## src/logic/conv_consts.svh

```systemverilog
`ifndef CONV_CONSTS_SVH
`define CONV_CONSTS_SVH

// pixel and tap width
`define CONV_PIX_W 8

// taps in a 3x3 kernel
`define CONV_TAPS 9

// one memory word holds a whole kernel
`define CONV_MEM_W 72

`define CONV_ADDR_W 16

// map side count, up to 127
`define CONV_SIDE_W 7

`define CONV_ACC_W 20

// requantisation shift
`define CONV_FRAC 4

`endif

```

## src/logic/conv_pkg.sv

```systemverilog
`default_nettype none

`include "conv_consts.svh"

package conv_pkg;

	// signed pixel, also used for one kernel tap
	typedef logic signed [`CONV_PIX_W-1:0] pix_t;

	typedef struct packed {
		logic [`CONV_MEM_W-`CONV_PIX_W-1:0] unused; // upper bits, zero on write
		pix_t                               val;    // pixel in the low byte
	} pix_word_s;

	// one memory word, either a full kernel or a single pixel
	typedef union packed {
		pix_t [`CONV_TAPS-1:0] taps; // tap 0 is top-left, row-major
		pix_word_s             pix;
	} mem_word_u;

	typedef enum logic {
		mode_dw = 1'b0, // 3x3 depthwise
		mode_pw = 1'b1  // 1x1 pointwise with relu
	} conv_mode_e;

endpackage

`default_nettype wire

```

## src/logic/mem_bus_if.sv

```systemverilog
`default_nettype none

`include "conv_consts.svh"

interface mem_bus_if import conv_pkg::*; ();

	logic                    req;    // held until gnt
	logic                    we;
	logic [`CONV_ADDR_W-1:0] addr;
	mem_word_u               wdata;
	logic                    gnt;    // access happens this cycle
	mem_word_u               rdata;
	logic                    rvalid; // one cycle after a read grant

	modport client (
		output req, we, addr, wdata,
		input  gnt, rdata, rvalid
	);

	modport arbiter (
		input  req, we, addr, wdata,
		output gnt, rdata, rvalid
	);

endinterface

`default_nettype wire

```

## src/logic/conv_mac.sv

```systemverilog
`default_nettype none

`include "conv_consts.svh"

module conv_mac import conv_pkg::*; #(
	parameter int TAP_IW = $clog2(`CONV_TAPS)
) (
	input  wire logic                    clk,
	input  wire logic                    arst_n,
	input  wire conv_mode_e              mode,
	input  wire mem_word_u               taps,
	input  wire mem_word_u               bus_rdata,
	input  wire logic                    pix_valid,
	input  wire logic                    zero_tap,
	input  wire logic [TAP_IW-1:0]       tap_idx,
	input  wire logic                    first_tap,
	input  wire logic                    last_tap,
	input  wire logic [`CONV_ADDR_W-1:0] out_idx,
	output logic                         res_valid,
	output pix_t                         res_pix,
	output logic      [`CONV_ADDR_W-1:0] res_idx
);

	localparam pix_t PIX_MAX = {1'b0, {(`CONV_PIX_W-1){1'b1}}};
	localparam pix_t PIX_MIN = {1'b1, {(`CONV_PIX_W-1){1'b0}}};

	pix_t                           pix;
	pix_t                           tap_w;
	logic signed [2*`CONV_PIX_W-1:0] prod;
	logic signed [`CONV_ACC_W-1:0]   acc;
	logic signed [`CONV_ACC_W-1:0]   sum;
	logic signed [`CONV_ACC_W-1:0]   shifted;
	pix_t                           sat;
	pix_t                           q;

	assign pix   = zero_tap ? '0 : bus_rdata.pix.val; // padding counts as zero
	assign tap_w = taps.taps[tap_idx];
	assign prod  = pix * tap_w;
	assign sum   = first_tap ? prod : acc + prod;

	assign shifted = sum >>> `CONV_FRAC;

	always_comb begin
		if (shifted > PIX_MAX)
			sat = PIX_MAX;
		else if (shifted < PIX_MIN)
			sat = PIX_MIN;
		else
			sat = shifted[`CONV_PIX_W-1:0];
		// relu in pointwise only
		q = ((mode == mode_pw) && (sat < 0)) ? '0 : sat;
	end

	always_ff @(posedge clk or negedge arst_n) begin
		if (!arst_n)
			res_valid <= 1'b0;
		else
			res_valid <= pix_valid & last_tap;
	end

	always_ff @(posedge clk) begin
		if (pix_valid)
			acc <= sum;
		if (pix_valid && last_tap) begin
			res_pix <= q;
			res_idx <= out_idx;
		end
	end

endmodule

`default_nettype wire

```

## src/logic/conv_top.sv

```systemverilog
`default_nettype none

`include "conv_consts.svh"

module conv_top import conv_pkg::*; (
	input  wire logic                    clk,
	input  wire logic                    arst_n,
	input  wire logic                    start,
	input  wire conv_mode_e              mode,
	input  wire logic [`CONV_SIDE_W-1:0] side,
	input  wire logic [`CONV_ADDR_W-1:0] src_base,
	input  wire logic [`CONV_ADDR_W-1:0] dst_base,
	input  wire logic [`CONV_ADDR_W-1:0] wgt_base,
	output logic                         mem_re,
	output logic                         mem_we,
	output logic      [`CONV_ADDR_W-1:0] mem_addr,
	output mem_word_u                    mem_wdata,
	input  wire mem_word_u               mem_rdata,
	output logic                         done
);

	localparam int TAP_IW = $clog2(`CONV_TAPS);

	mem_word_u               taps;
	logic                    taps_ready;
	logic                    busy;
	logic [TAP_IW-1:0]       tap_idx;
	logic                    first_tap;
	logic                    last_tap;
	logic                    zero_tap;
	logic                    pix_valid;
	logic [`CONV_ADDR_W-1:0] out_idx;
	logic                    run_end;
	logic                    res_valid;
	pix_t                    res_pix;
	logic [`CONV_ADDR_W-1:0] res_idx;

	mem_bus_if wr_bus ();
	mem_bus_if kl_bus ();
	mem_bus_if wf_bus ();

	mem_arbiter u_arb (
		.clk, .arst_n,
		.wr_bus, .kl_bus, .wf_bus,
		.mem_re, .mem_we, .mem_addr, .mem_wdata, .mem_rdata
	);

	kernel_loader u_kl (
		.clk, .arst_n, .start, .wgt_base,
		.bus(kl_bus),
		.taps, .taps_ready
	);

	window_fetcher #(.TAP_IW(TAP_IW)) u_wf (
		.clk, .arst_n, .start, .mode, .side, .src_base, .taps_ready, .busy,
		.bus(wf_bus),
		.tap_idx, .first_tap, .last_tap, .zero_tap, .pix_valid, .out_idx, .run_end
	);

	conv_mac #(.TAP_IW(TAP_IW)) u_mac (
		.clk, .arst_n, .mode, .taps,
		.bus_rdata(wf_bus.rdata), // pixels come back on the fetcher's bus
		.pix_valid, .zero_tap, .tap_idx, .first_tap, .last_tap, .out_idx,
		.res_valid, .res_pix, .res_idx
	);

	result_writer u_wr (
		.clk, .arst_n, .dst_base, .res_valid, .res_pix, .res_idx, .run_end,
		.bus(wr_bus),
		.busy, .done
	);

endmodule

`default_nettype wire

```

## src/logic/kernel_loader.sv

```systemverilog
`default_nettype none

`include "conv_consts.svh"

module kernel_loader import conv_pkg::*; (
	input  wire logic                    clk,
	input  wire logic                    arst_n,
	input  wire logic                    start,
	input  wire logic [`CONV_ADDR_W-1:0] wgt_base,
	mem_bus_if.client                    bus,
	output mem_word_u                    taps,
	output logic                         taps_ready
);

	logic                    req_q;  // read pending grant
	logic                    wait_q; // granted, data due next cycle
	logic [`CONV_ADDR_W-1:0] addr_q;

	always_ff @(posedge clk or negedge arst_n) begin
		if (!arst_n) begin
			req_q      <= 1'b0;
			wait_q     <= 1'b0;
			taps_ready <= 1'b0;
		end else if (start) begin
			req_q      <= 1'b1;
			wait_q     <= 1'b0;
			taps_ready <= 1'b0; // old kernel no longer valid
		end else if (req_q && bus.gnt) begin
			req_q  <= 1'b0;
			wait_q <= 1'b1;
		end else if (wait_q && bus.rvalid) begin
			wait_q     <= 1'b0;
			taps_ready <= 1'b1;
		end
	end

	always_ff @(posedge clk) begin
		if (start)
			addr_q <= wgt_base;
		if (wait_q && bus.rvalid)
			taps <= bus.rdata; // whole word, nine taps
	end

	assign bus.req   = req_q;
	assign bus.we    = 1'b0;
	assign bus.addr  = addr_q;
	assign bus.wdata = '0;

endmodule

`default_nettype wire

```

## src/logic/mem_arbiter.sv

```systemverilog
`default_nettype none

`include "conv_consts.svh"

module mem_arbiter import conv_pkg::*; (
	input  wire logic                    clk,
	input  wire logic                    arst_n,
	mem_bus_if.arbiter                   wr_bus,
	mem_bus_if.arbiter                   kl_bus,
	mem_bus_if.arbiter                   wf_bus,
	output logic                         mem_re,
	output logic                         mem_we,
	output logic     [`CONV_ADDR_W-1:0]  mem_addr,
	output mem_word_u                    mem_wdata,
	input  wire mem_word_u               mem_rdata
);

	logic wr_sel;
	logic kl_sel;
	logic wf_sel;
	logic rd_wr; // owner of the read in flight
	logic rd_kl;
	logic rd_wf;

	// fixed priority: writer, loader, fetcher
	assign wr_sel = wr_bus.req;
	assign kl_sel = kl_bus.req & ~wr_bus.req;
	assign wf_sel = wf_bus.req & ~wr_bus.req & ~kl_bus.req;

	assign wr_bus.gnt = wr_sel;
	assign kl_bus.gnt = kl_sel;
	assign wf_bus.gnt = wf_sel;

	always_comb begin
		mem_we    = 1'b0;
		mem_addr  = '0;
		mem_wdata = '0;
		if (wr_sel) begin
			mem_we    = wr_bus.we;
			mem_addr  = wr_bus.addr;
			mem_wdata = wr_bus.wdata;
		end else if (kl_sel) begin
			mem_we    = kl_bus.we;
			mem_addr  = kl_bus.addr;
			mem_wdata = kl_bus.wdata;
		end else if (wf_sel) begin
			mem_we    = wf_bus.we;
			mem_addr  = wf_bus.addr;
			mem_wdata = wf_bus.wdata;
		end
	end

	assign mem_re = (wr_sel | kl_sel | wf_sel) & ~mem_we;

	always_ff @(posedge clk or negedge arst_n) begin
		if (!arst_n) begin
			rd_wr <= 1'b0;
			rd_kl <= 1'b0;
			rd_wf <= 1'b0;
		end else begin
			rd_wr <= wr_sel & ~wr_bus.we;
			rd_kl <= kl_sel & ~kl_bus.we;
			rd_wf <= wf_sel & ~wf_bus.we;
		end
	end

	// return data only to the client that issued the read
	assign wr_bus.rvalid = rd_wr;
	assign kl_bus.rvalid = rd_kl;
	assign wf_bus.rvalid = rd_wf;
	assign wr_bus.rdata  = rd_wr ? mem_rdata : '0;
	assign kl_bus.rdata  = rd_kl ? mem_rdata : '0;
	assign wf_bus.rdata  = rd_wf ? mem_rdata : '0;

endmodule

`default_nettype wire

```

## src/logic/result_writer.sv

```systemverilog
`default_nettype none

`include "conv_consts.svh"

module result_writer import conv_pkg::*; (
	input  wire logic                    clk,
	input  wire logic                    arst_n,
	input  wire logic [`CONV_ADDR_W-1:0] dst_base,
	input  wire logic                    res_valid,
	input  wire pix_t                    res_pix,
	input  wire logic [`CONV_ADDR_W-1:0] res_idx,
	input  wire logic                    run_end,
	mem_bus_if.client                    bus,
	output logic                         busy,
	output logic                         done
);

	logic                    held;
	logic                    end_pend; // last result of the run is held
	pix_t                    pix_q;
	logic [`CONV_ADDR_W-1:0] addr_q;
	mem_word_u               wr_word;

	always_ff @(posedge clk or negedge arst_n) begin
		if (!arst_n) begin
			held     <= 1'b0;
			end_pend <= 1'b0;
			done     <= 1'b0;
		end else begin
			if (res_valid)
				held <= 1'b1;
			else if (bus.gnt)
				held <= 1'b0;
			if (run_end)
				end_pend <= 1'b1;
			else if (bus.gnt)
				end_pend <= 1'b0;
			done <= end_pend & bus.gnt; // one cycle after the final grant
		end
	end

	always_ff @(posedge clk) begin
		if (res_valid) begin
			pix_q  <= res_pix;
			addr_q <= dst_base + res_idx;
		end
	end

	always_comb begin
		wr_word         = '0;
		wr_word.pix.val = pix_q;
	end

	assign bus.req   = held;
	assign bus.we    = 1'b1;
	assign bus.addr  = addr_q;
	assign bus.wdata = wr_word;
	assign busy      = held;

endmodule

`default_nettype wire

```

## src/logic/window_fetcher.sv

```systemverilog
`default_nettype none

`include "conv_consts.svh"

module window_fetcher import conv_pkg::*; #(
	parameter int TAP_IW = $clog2(`CONV_TAPS)
) (
	input  wire logic                    clk,
	input  wire logic                    arst_n,
	input  wire logic                    start,
	input  wire conv_mode_e              mode,
	input  wire logic [`CONV_SIDE_W-1:0] side,
	input  wire logic [`CONV_ADDR_W-1:0] src_base,
	input  wire logic                    taps_ready,
	input  wire logic                    busy,
	mem_bus_if.client                    bus,
	output logic      [TAP_IW-1:0]       tap_idx,
	output logic                         first_tap,
	output logic                         last_tap,
	output logic                         zero_tap,
	output logic                         pix_valid,
	output logic      [`CONV_ADDR_W-1:0] out_idx,
	output logic                         run_end
);

	localparam logic [1:0] S_IDLE  = 2'd0;
	localparam logic [1:0] S_KWAIT = 2'd1; // kernel load
	localparam logic [1:0] S_OUT   = 2'd2; // next output, waits on writer
	localparam logic [1:0] S_TAP   = 2'd3;

	logic [1:0]                     state;
	logic [`CONV_SIDE_W-1:0]        row;
	logic [`CONV_SIDE_W-1:0]        col;
	logic [1:0]                     tr; // window row
	logic [1:0]                     tc; // window column
	logic [TAP_IW-1:0]              tap;
	logic [`CONV_ADDR_W-1:0]        idx;
	logic [1:0]                     off_r;
	logic [1:0]                     off_c;
	logic signed [`CONV_SIDE_W+1:0] nr; // neighbour row, may be -1 or side
	logic signed [`CONV_SIDE_W+1:0] nc;
	logic                           in_map;
	logic                           last_in_win;
	logic                           last_out;
	logic                           accept;
	logic                           zero_q;
	logic                           first_q;
	logic                           last_q;
	logic                           end_q;

	// pointwise uses the centre pixel only
	assign off_r = (mode == mode_pw) ? 2'd1 : tr;
	assign off_c = (mode == mode_pw) ? 2'd1 : tc;
	assign nr    = $signed({2'b00, row}) + $signed({1'b0, off_r}) - 1;
	assign nc    = $signed({2'b00, col}) + $signed({1'b0, off_c}) - 1;

	assign in_map = (nr >= 0) && (nr < $signed({2'b00, side})) &&
		(nc >= 0) && (nc < $signed({2'b00, side}));

	assign last_in_win = (mode == mode_pw) || (tap == `CONV_TAPS - 1);
	assign last_out    = (row == side - 1'b1) && (col == side - 1'b1);

	// padding taps need no memory access
	assign accept = (state == S_TAP) && (!in_map || bus.gnt);

	assign bus.req   = (state == S_TAP) && in_map;
	assign bus.we    = 1'b0;
	assign bus.addr  = src_base + nr[`CONV_SIDE_W-1:0] * side + nc[`CONV_SIDE_W-1:0];
	assign bus.wdata = '0;

	always_ff @(posedge clk or negedge arst_n) begin
		if (!arst_n) begin
			state   <= S_IDLE;
			row     <= '0;
			col     <= '0;
			tr      <= '0;
			tc      <= '0;
			tap     <= '0;
			idx     <= '0;
			zero_q  <= 1'b0;
			first_q <= 1'b0;
			last_q  <= 1'b0;
			end_q   <= 1'b0;
			run_end <= 1'b0;
		end else begin
			// tags line up with the pixel one cycle after accept
			zero_q  <= accept && !in_map;
			first_q <= accept && (tap == '0);
			last_q  <= accept && last_in_win;
			end_q   <= accept && last_in_win && last_out;
			run_end <= end_q; // same cycle as the final res_valid
			case (state)
				S_IDLE: begin
					if (start) begin
						row   <= '0;
						col   <= '0;
						idx   <= '0;
						state <= S_KWAIT;
					end
				end
				S_KWAIT: begin
					if (taps_ready)
						state <= S_OUT;
				end
				S_OUT: begin
					if (!busy) begin
						tr    <= '0;
						tc    <= '0;
						tap   <= '0;
						state <= S_TAP;
					end
				end
				default: begin
					if (accept && last_in_win) begin
						idx <= idx + 1'b1;
						if (last_out) begin
							state <= S_IDLE;
						end else begin
							state <= S_OUT;
							if (col == side - 1'b1) begin
								col <= '0;
								row <= row + 1'b1;
							end else begin
								col <= col + 1'b1;
							end
						end
					end else if (accept) begin
						tap <= tap + 1'b1;
						if (tc == 2'd2) begin
							tc <= '0;
							tr <= tr + 1'b1;
						end else begin
							tc <= tc + 1'b1;
						end
					end
				end
			endcase
		end
	end

	always_ff @(posedge clk) begin
		if (accept) begin
			tap_idx <= tap;
			out_idx <= idx;
		end
	end

	assign zero_tap  = zero_q;
	assign first_tap = first_q;
	assign last_tap  = last_q;
	assign pix_valid = zero_q | bus.rvalid;

endmodule

`default_nettype wire

```

## config.mk

```make
export PLATFORM = sky130hd
export DESIGN_NAME = conv_top
export DESIGN_NICKNAME = d
export VERILOG_FILES = /design/src/logic/conv_pkg.sv /design/src/logic/mem_bus_if.sv /design/src/logic/conv_mac.sv /design/src/logic/conv_top.sv /design/src/logic/kernel_loader.sv /design/src/logic/mem_arbiter.sv /design/src/logic/result_writer.sv /design/src/logic/window_fetcher.sv
export VERILOG_INCLUDE_DIRS = /design/src /design/src/logic
export SDC_FILE = /design/constraint.sdc
export NUM_CORES = 1
export LEC_CHECK = 0
export BUFFER_PORTS_ARGS = -buffer_cell sky130_fd_sc_hd__buf_2
export CORE_ASPECT_RATIO = 0.5
export CORE_MARGIN = 4
export CORE_UTILIZATION = 47
export CTS_CLUSTER_DIAMETER = 200
export CTS_CLUSTER_SIZE = 16
export DETAILED_ROUTE_END_ITERATION = 8
export PLACE_DENSITY = 0.67
export SLEW_MARGIN = 10
export SYNTH_ARGS = -nofsm -noshare
export SYNTH_HDL_FRONTEND = slang
export SYNTH_SLANG_ARGS = --single-unit
```

## constraint.sdc

```tcl
create_clock -name clk -period 16.2 [get_ports clk]
set_input_delay 1.62 -clock clk [delete_from_list [all_inputs] [get_ports clk]]
set_output_delay 1.62 -clock clk [all_outputs]
set_load 0.02 [all_outputs]
```

==> results.py, run 1 <==
metrics = {
    "run_status": {
        "status": "finished clean",
    },
    "final_layout": {
        "drive_gt1_share_pct": 13.1,
        "design_area_um2": 19400,
        "final_common_cell": "inv_1",
        "ff_latch_area_um2": 6640,
        "syn_to_final_growth_pct": 9.11,
        "n_fill_cell": 3271,
        "multi_input_area_um2": 9950,
        "nets": 2218,
        "final_cell_mix": "210 x inv_1, 176 x edfxtp_1, 157 x buf_2, 153 x ha_1, 122 x nor2_1",
    },
    "clock_tree": {
        "cts_root_buffer": "clkbuf_16",
        "clk_path_buf_depth": 3,
        "ctsResizeCount": 0,
        "cts_num_sinks": 230,
        "cts-hold-fix-buffers": 0,
        "clk_latency_ps": 510,
        "cts.htree.levels": 1,
        "cts_setup_buffers": 0,
        "clk_pin_slew_ps": 80,
        "cts_tree": "built",
        "cts_buffers": 18,
    },
    "timing": {
        "fin_setup_tns_ps": 0,
        "finalHoldViolations": 0,
        "slew_viol_final": 0,
        "setup_ws_ps": 6430,
        "fmax_ghz": 0.102,
        "worst_hold_slack_ps": 356,
        "slew_headroom_pct": 22.4,
        "grt_setup_unrepaired": "false",
        "period_minus_slack_ps": 9770,
        "finalCritPeriodShare_pct": 60.3,
        "worstMarginPinSlew_ps": 1160,
        "skew_ps": 29.6,
        "finalSetupViolCount": 0,
    },
    "synthesis": {
        "yosysSeqAreaShare_pct": 37.3,
        "synth_top_area_share_pct": 29.7,
        "yosys_warnings": 0,
        "syn_area_per_cell_um2": 10.6,
        "synthTopCellsByArea": "edfxtp_1 30%, fa_1 12%, ha_1 11%",
        "synth.distinct_cells": 85,
        "yosys.area.top_type": "edfxtp_1",
        "async_flop_share_pct": 23.5,
        "synth-edff-count": 176,
        "synthCells": 1683,
        "synth-seq-cells": 230,
        "synth_flop_cell": "edfxtp_1",
        "syn_area_um2": 17800,
    },
    "die": {
        "ios": 222,
        "start_util_pct": 47.6,
        "fp-row-count": 50,
        "die_y_um": 146,
        "core_area_um2": 37300,
        "die_area_um2": 41200,
        "die_w_um": 283,
    },
    "placement": {
        "place_congestion": 0.862,
        "dp_worst_setup_slack_ps": 6420,
        "hpwl_um": 30600,
        "port_buffers": 157,
        "placed_area_um2": 18900,
    },
    "drt": {
        "drc": 0,
        "ant_nets": 0,
        "vias_per_cell": 5.23,
        "routed_wl_um": 39200,
        "drt_iter0_markers": 768,
        "dr.pass1.iters": 5,
        "via_count": 12239,
        "detail_route.wl_per_cell_um": 16.8,
    },
    "setup_path": {
        "cp-endpoint": "mem_addr[15]",
        "crit_path_max_fanout": 8,
        "crit_slowest_cell": "fa_1",
        "crit_start": "mode",
        "worst_path_largest_cell_delay_ps": 540,
        "crit_type": "in2out",
        "timing.rr.end": "u_mac.res_pix[0]$_SDFFCE_PP0P_",
        "startpoint_type": "input port",
        "crit_arrival_ps": 8150,
        "end_kind": "output port",
        "r2r_start": "u_wf.tap_idx[1]$_DFFE_PP_",
        "critPathRequiredTime_ps": 14580,
        "r2r_slack_ps": 7370,
        "r2r_cells": 25,
    },
    "min_path": {
        "min_path_type": "reg2reg",
    },
    "global_routing": {
        "antenna_found_initial": 2,
        "gr-total-overflow": 0,
        "grt_pass1_wl_um": 62900,
        "grt_pass1_vias": 12192,
        "track_usage_pct": 18.6,
        "grt_max_degree": 74,
    },
    "flow_run": {
        "cap_violations": 0,
    },
}
## worst min path at each step
stage                              start                      to  slack [ps]  depth (start not counted)
floorplan           u_wf.end_q$_DFF_PN0_  u_wf.run_end$_DFF_PN0_         330                          0
global placement    u_wf.end_q$_DFF_PN0_  u_wf.run_end$_DFF_PN0_         340                          0
detailed placement  u_wf.end_q$_DFF_PN0_  u_wf.run_end$_DFF_PN0_         340                          0
CTS                 u_wf.end_q$_DFF_PN0_  u_wf.run_end$_DFF_PN0_         360                          0
global route        u_wf.end_q$_DFF_PN0_  u_wf.run_end$_DFF_PN0_         380                          0
finish              u_wf.end_q$_DFF_PN0_  u_wf.run_end$_DFF_PN0_         360                          0
## area by class of cell
class	instances	area share, %
tap	494	3.19
antenna	2	0.0258
inverter	212	4.10
clock buffer	30	2.66
clock inverter	1	0.0581
multi-input combinational	1203	51.3
sequential	230	34.2
timing repair buffer	166	4.40
## registers in the layout, indices dropped and copies added, names as in the netlist, 2 cells and up
name and count:
u_kl.taps 72, u_mac.acc 20, u_kl.bus.addr 16, u_mac.res_idx 16
u_wf.idx 16, u_wf.out_idx 16, u_wr.bus.addr 16, u_mac.res_pix 8
u_wr.pix_q 8, u_wf.col 7, u_wf.row 7, u_wf.tap 4
u_wf.tap_idx 4, u_wf.state 2, u_wf.tc 2, u_wf.tr 2
## cell usage after synthesis, types with 15 or more instances
| master | n |
|---|---|
| clkbuf_1 | 33 |
| and2_1 | 107 |
| a21oi_1 | 66 |
| nand3_1 | 31 |
| nor2_1 | 122 |
| o21ai_0 | 65 |
| mux4_2 | 16 |
| nand2_1 | 91 |
| nor3_1 | 25 |
| buf_4 | 64 |
| edfxtp_1 | 176 |
| a22oi_1 | 19 |
| xnor2_1 | 59 |
| a211oi_1 | 15 |
| dfrtp_1 | 54 |
| ha_1 | 153 |
| inv_1 | 210 |
| a21o_1 | 24 |
| nor2b_1 | 15 |
| xor2_1 | 24 |
| fa_1 | 103 |
## layer usage
| layer | vias to the layer above | track usage [%] | routed length, um |
|---|---|---|---|
| li1 | 5970 | - | - |
| met1 | 5987 | 24.9 | 17500 |
| met2 | 238 | 32.6 | 19300 |
| met3 | 44 | 2.24 | 1520 |
| met4 | 0 | 4.38 | 759 |
| met5 | - | 0 | 0 |
## metrics by stage
step           utilization (%)  std cells
2_1_floorplan                -       1746
6_report                  51.9       2338
3_5_place_dp              50.5       2305
4_1_cts                   51.9       2336
5_1_grt                   51.9       2338
3_3_place_gp              50.5       2305
## kinds of logic (layout without fill, tap and decap cells)
logic type	count (synthesis)	in the layout	share of synthesized area (%)
simple gates	495	495	14.7
mux	33	33	3.01
fa+ha+maj	256	256	22.4
compound gates	267	267	9.91
other cells	1	66	0.0211
xor+xnor	88	88	4.69
flops	230	230	37.3
buf+inv	313	409	7.98
## worst max-delay path, delay by kind of cell
kind,cells,cell delay (ps)
AO/OA/AOI/OAI,10,1950
buffers and inverters,5,500
adder cells (fa/ha/maj),8,3220
AND/OR/NAND/NOR,2,420
XOR/XNOR,2,430
Power of run 1 is not shown: default switching activity piles up to over one toggle a cycle in this logic, so the estimate is an artifact.
==> run 2: changes to the inputs <==
clock period = 9.6 ns   (was 16.2 ns; I/O delays follow)
==> run 2 against run 1 <==
Cell count is 0.17% higher. Highest routed layer unchanged. Critical path depth shrank 2. Sequential cell count unchanged. Design area increased by 0.23%. Routed wire length down 0.11%. Clock-buffer cell count is 1 higher. Hold slack gained 14 ps. Non-clock buffer count rose by 5. Register-to-register slack lost 6500 ps.
==> results.py, run 2 (synthesized netlist as in run 1, its figures left out) <==
metrics = {
    "timing": {
        "fmax_ghz": 0.115,
        "grt_setup_unrepaired": "false",
        "finalSetupViolCount": 0,
        "finalHoldViolations": 0,
        "slew_viol_final": 0,
        "fin_setup_tns_ps": 0,
        "worstMarginPinSlew_ps": 1130,
        "finalCritPeriodShare_pct": 90.7,
        "skew_ps": 27.0,
        "period_minus_slack_ps": 8710,
        "slew_headroom_pct": 24.6,
    },
    "setup_path": {
        "crit_arrival_ps": 8970,
        "cp_top_family": "adder cells",
        "worst_path_largest_cell_delay_ps": 870,
        "startpoint_type": "flop",
        "crit_slowest_cell": "nor4b_2",
        "worst-path-buf-inv": 3,
        "end_kind": "flop",
        "path_common_cell": "fa_1",
        "critPathRequiredTime_ps": 9860,
        "crit_type": "reg2reg",
        "crit_path_max_fanout": 17,
    },
    "clock_tree": {
        "clk_latency_ps": 520,
        "cts_tree": "built",
        "cts_num_sinks": 230,
        "clk_path_buf_depth": 3,
        "clk_pin_slew_ps": 80,
        "cts_root_buffer": "clkbuf_16",
        "cts.htree.levels": 1,
        "cts_setup_buffers": 0,
        "cts_buffers": 18,
        "cts-hold-fix-buffers": 0,
        "ctsResizeCount": 0,
    },
    "drt": {
        "drt_iter0_markers": 839,
        "detail_route.wl_per_cell_um": 16.7,
        "dr.pass1.iters": 4,
        "via_count": 12214,
        "ant_nets": 0,
        "vias_per_cell": 5.22,
        "routed_wl_um": 39100,
        "drc": 0,
    },
    "final_layout": {
        "n_fill_cell": 3307,
        "fin_cells": 2342,
        "top_register": "u_kl.taps",
        "diodes": 0,
        "design_area_um2": 19400,
        "syn_to_final_growth_pct": 9.36,
        "final_cell_mix": "210 x inv_1, 176 x edfxtp_1, 157 x buf_2, 153 x ha_1, 122 x nor2_1",
        "top_regs": "u_kl.taps x72, u_mac.acc x20",
        "largest_reg_flops": 72,
        "nets": 2223,
        "multi_input_area_um2": 9950,
        "drive_gt1_share_pct": 13.3,
        "final_common_cell": "inv_1",
        "ff_latch_area_um2": 6640,
    },
    "die": {
        "core_area_um2": 37300,
        "start_util_pct": 47.6,
        "ios": 222,
        "fp-row-count": 50,
        "die_y_um": 146,
        "die_area_um2": 41200,
        "die_w_um": 283,
    },
    "global_routing": {
        "grt_pass1_wl_um": 63300,
        "antenna_found_initial": 0,
        "track_usage_pct": 18.8,
        "grt_pass1_vias": 12115,
        "gr-total-overflow": 0,
        "grt_max_degree": 74,
    },
    "min_path": {
        "min_path_type": "reg2reg",
    },
    "placement": {
        "hpwl_um": 30500,
        "dpl.cell_count": 2309,
        "place_congestion": 0.875,
        "placed_area_um2": 18900,
        "port_buffers": 157,
    },
    "flow_run": {
        "cap_violations": 0,
    },
    "run_status": {
        "status": "finished clean",
    },
}
==> run 2: cell count changes in the layout (fill, tap and decap cells not counted), sizes merged <==
cell    delta
buf        +5
diode      -2
clkbuf     +1
==> run 2: worst reg2reg max path: cells and delay by family (launching register included) <==
family          cells  cell delay [ps]
compound gates      8             1960
mux                 1              140
simple gates        7             2660
buf+inv             3              170
fa+ha+maj           6             2820
flops               1              750
==> run 2: stage by stage <==
| step | hold WS (ps) | util, % | setup WS [ps] |
|---|---|---|---|
| global placement | 337 | 50.6 | 845 |
| finish | 370 | 52.0 | 891 |
| global route | 379 | 52.0 | 289 |
| floorplan | 331 | - | 1500 |
| CTS | 370 | 52.0 | 601 |
| detailed placement | 345 | 50.6 | 658 |
==> run 2: routing by layer <==
metal,global-route usage [%],wire length [um],vias to the layer above
met5,0,0,-
met3,2.33,1480,56
met2,32.5,19200,248
met4,5.13,1060,0
met1,25.3,17400,5950
li1,-,-,5960
==> run 2: cell type report <==
type,instances,share of cell area (%)
multi-input cells,1203,51.2
flip-flops and latches,230,34.1
repair buffers,171,4.62
inverters,212,4.09
well taps,494,3.18
clock buffers,31,2.68
clock inverters,1,0.0579
==> run 2: path summary, 6_finish.rpt <==
path / cells past startpoint / end / from / slack (ps)
worst max-delay path: 25 / u_mac.res_pix[2]$_SDFFCE_PP0P_ / u_wf.tap_idx[1]$_DFFE_PP_ / 890
worst max register to register: 25 / u_mac.res_pix[2]$_SDFFCE_PP0P_ / u_wf.tap_idx[1]$_DFFE_PP_ / 890
worst min register to register: 0 / u_wf.run_end$_DFF_PN0_ / u_wf.end_q$_DFF_PN0_ / 370
min in group asynchronous: 2 / u_wf.col[1]$_DFFE_PN0P_ / arst_n / 590
max in group asynchronous: 2 / u_wr.done$_DFF_PN0_ / arst_n / 8510
worst min-delay path: 0 / u_wf.run_end$_DFF_PN0_ / u_wf.end_q$_DFF_PN0_ / 370
Power of run 2 is left out for the same reason.
==> run 3: changes to the inputs <==
PLACE_DENSITY = 0.69   (was 0.67)
==> run 3 against run 2 <==
Worst setup slack gained 80 ps. Non-clock buffer count down 1. Clock skew up 4.7 ps. Critical path depth grew 2. First-iteration DRC count is 1.3% lower. Via count up 0.94%. Cell count unchanged. Register-to-register slack improved by 80 ps. Sequential share of layout area about the same.
==> results.py, run 3 (synthesized netlist as in run 1, its figures left out) <==
metrics = {
    "run_status": {
        "status": "finished clean",
    },
    "die": {
        "die_y_um": 146,
        "core_area_um2": 37300,
        "die_area_um2": 41200,
        "die_w_um": 283,
        "fp-row-count": 50,
        "start_util_pct": 47.6,
        "ios": 222,
    },
    "drt": {
        "via_count": 12329,
        "ant_nets": 0,
        "drc": 0,
        "routed_wl_um": 39200,
        "vias_per_cell": 5.26,
        "detail_route.wl_per_cell_um": 16.7,
        "dr.pass1.iters": 5,
        "drt_iter0_markers": 828,
    },
    "global_routing": {
        "grt_pass1_vias": 12467,
        "grt_util_met2_pct": 33.3,
        "grt_max_degree": 74,
        "gr-total-overflow": 0,
        "grt_pass1_wl_um": 63700,
        "gr-usage-met1_pct": 24.8,
        "grtUsageMet3_pct": 2.25,
        "antenna_found_initial": 1,
        "track_usage_pct": 18.8,
        "busiest_layer": "met2",
    },
    "timing": {
        "slew_headroom_pct": 20.9,
        "finalSetupViolCount": 0,
        "slew_viol_final": 0,
        "finalCritPeriodShare_pct": 89.9,
        "worstMarginPinSlew_ps": 1190,
        "fin_setup_tns_ps": 0,
        "fmax_ghz": 0.116,
        "worst_hold_slack_ps": 408,
        "period_minus_slack_ps": 8630,
        "skew_ps": 31.7,
        "grt_setup_unrepaired": "false",
        "finalHoldViolations": 0,
    },
    "final_layout": {
        "nets": 2222,
        "top_register": "u_kl.taps",
        "syn_to_final_growth_pct": 9.29,
        "largest_reg_flops": 72,
        "final_cell_mix": "210 x inv_1, 176 x edfxtp_1, 157 x buf_2, 153 x ha_1, 122 x nor2_1",
        "final_common_cell": "inv_1",
        "drive_gt1_share_pct": 13.3,
        "n_fill_cell": 3312,
        "top_regs": "u_kl.taps x72, u_mac.acc x20",
    },
    "setup_path": {
        "startpoint_type": "flop",
        "crit_path_max_fanout": 11,
        "end_kind": "flop",
        "r2r_cells": 27,
        "timing.rr.end": "u_mac.res_pix[0]$_SDFFCE_PP0P_",
        "r2r_slack_ps": 970,
        "critPathRequiredTime_ps": 9860,
        "crit_arrival_ps": 8890,
        "r2r_start": "u_wf.tap_idx[0]$_DFFE_PP_",
        "crit_type": "reg2reg",
    },
    "flow_run": {
        "cap_violations": 0,
    },
    "min_path": {
        "worstHoldEndpoint": "u_wf.run_end$_DFF_PN0_",
        "whs_path_depth": 0,
        "min-delay-start": "u_wf.end_q$_DFF_PN0_",
        "min_path_type": "reg2reg",
    },
    "placement": {
        "place_congestion": 0.876,
        "hpwl_um": 30600,
        "port_buffers": 157,
    },
    "clock_tree": {
        "cts-hold-fix-buffers": 0,
        "cts_buffers": 18,
        "clk_path_buf_depth": 3,
        "cts_setup_buffers": 0,
        "clk_latency_ps": 520,
        "cts_num_sinks": 230,
        "cts_root_buffer": "clkbuf_16",
        "clk_pin_slew_ps": 80,
        "cts.htree.levels": 1,
        "cts_tree": "built",
        "ctsResizeCount": 0,
    },
}
==> run 3: stage by stage <==
stage	area, um2	cells	utilization, %	setup slack [ps]
after floorplan	18000	1746	-	1500
after global placement	18900	2309	50.6	1100
after detailed placement	18900	2309	50.6	948
after CTS	19400	2341	52.0	904
after global routing	19400	2342	52.0	219
final	19400	2342	52.0	971
==> run 3: routing by layer <==
layer / part of all wire, % / wire length (um)
met2: 50 / 19400
met5: 0 / 0
met4: 2.6 / 1030
met3: 4.0 / 1580
met1: 44 / 17200
==> run 3: cell type report <==
type                            count  area, um2  area share (%)
Timing Repair Buffer              170        883            4.55
Antenna cell                        1       2.50          0.0129
Clock inverter                      1       11.3          0.0580
Multi-Input combinational cell   1203       9950            51.3
Sequential cell                   230       6640            34.2
Tap cell                          494        618            3.18
Inverter                          212        796            4.10
Clock buffer                       31        520            2.68
==> run 3: critical path, stage by stage (launching register included) <==
cell and delay, ps:
edfxtp_1 780, mux4_2 600, mux2i_1 150, nor2_1 50
a21oi_1 590, a21oi_1 140, fa_1 550, fa_1 540
fa_1 560, inv_1 60, fa_1 530, inv_1 40
ha_1 350, a21oi_2 200, o211ai_1 180, a31o_2 280
a211oi_1 290, nor2_1 110, ha_1 240, nor2_1 160
nand2_1 70, a211o_1 250, a41oi_1 300, o21bai_1 110
mux2i_1 130, nor3_2 490, nand4b_2 340, o22a_1 290
==> run 3: how the worst max path moves through the flow <==
stage	start	end	slack, ps	depth (start not counted)
3_5_place_dp	u_wf.tap_idx[0]$_DFFE_PP_	u_mac.res_pix[0]$_SDFFCE_PP0P_	950	27
2_1_floorplan	u_wf.tap_idx[0]$_DFFE_PP_	u_mac.res_pix[0]$_SDFFCE_PP0P_	1500	28
4_1_cts	u_wf.tap_idx[0]$_DFFE_PP_	u_mac.res_pix[0]$_SDFFCE_PP0P_	900	27
3_3_place_gp	u_wf.tap_idx[0]$_DFFE_PP_	u_mac.res_pix[3]$_SDFFCE_PP0P_	1100	27
6_report	u_wf.tap_idx[0]$_DFFE_PP_	u_mac.res_pix[0]$_SDFFCE_PP0P_	970	27
5_1_grt	u_wf.tap_idx[0]$_DFFE_PP_	u_mac.res_pix[0]$_SDFFCE_PP0P_	220	27
Power of run 3 is left out for the same reason.
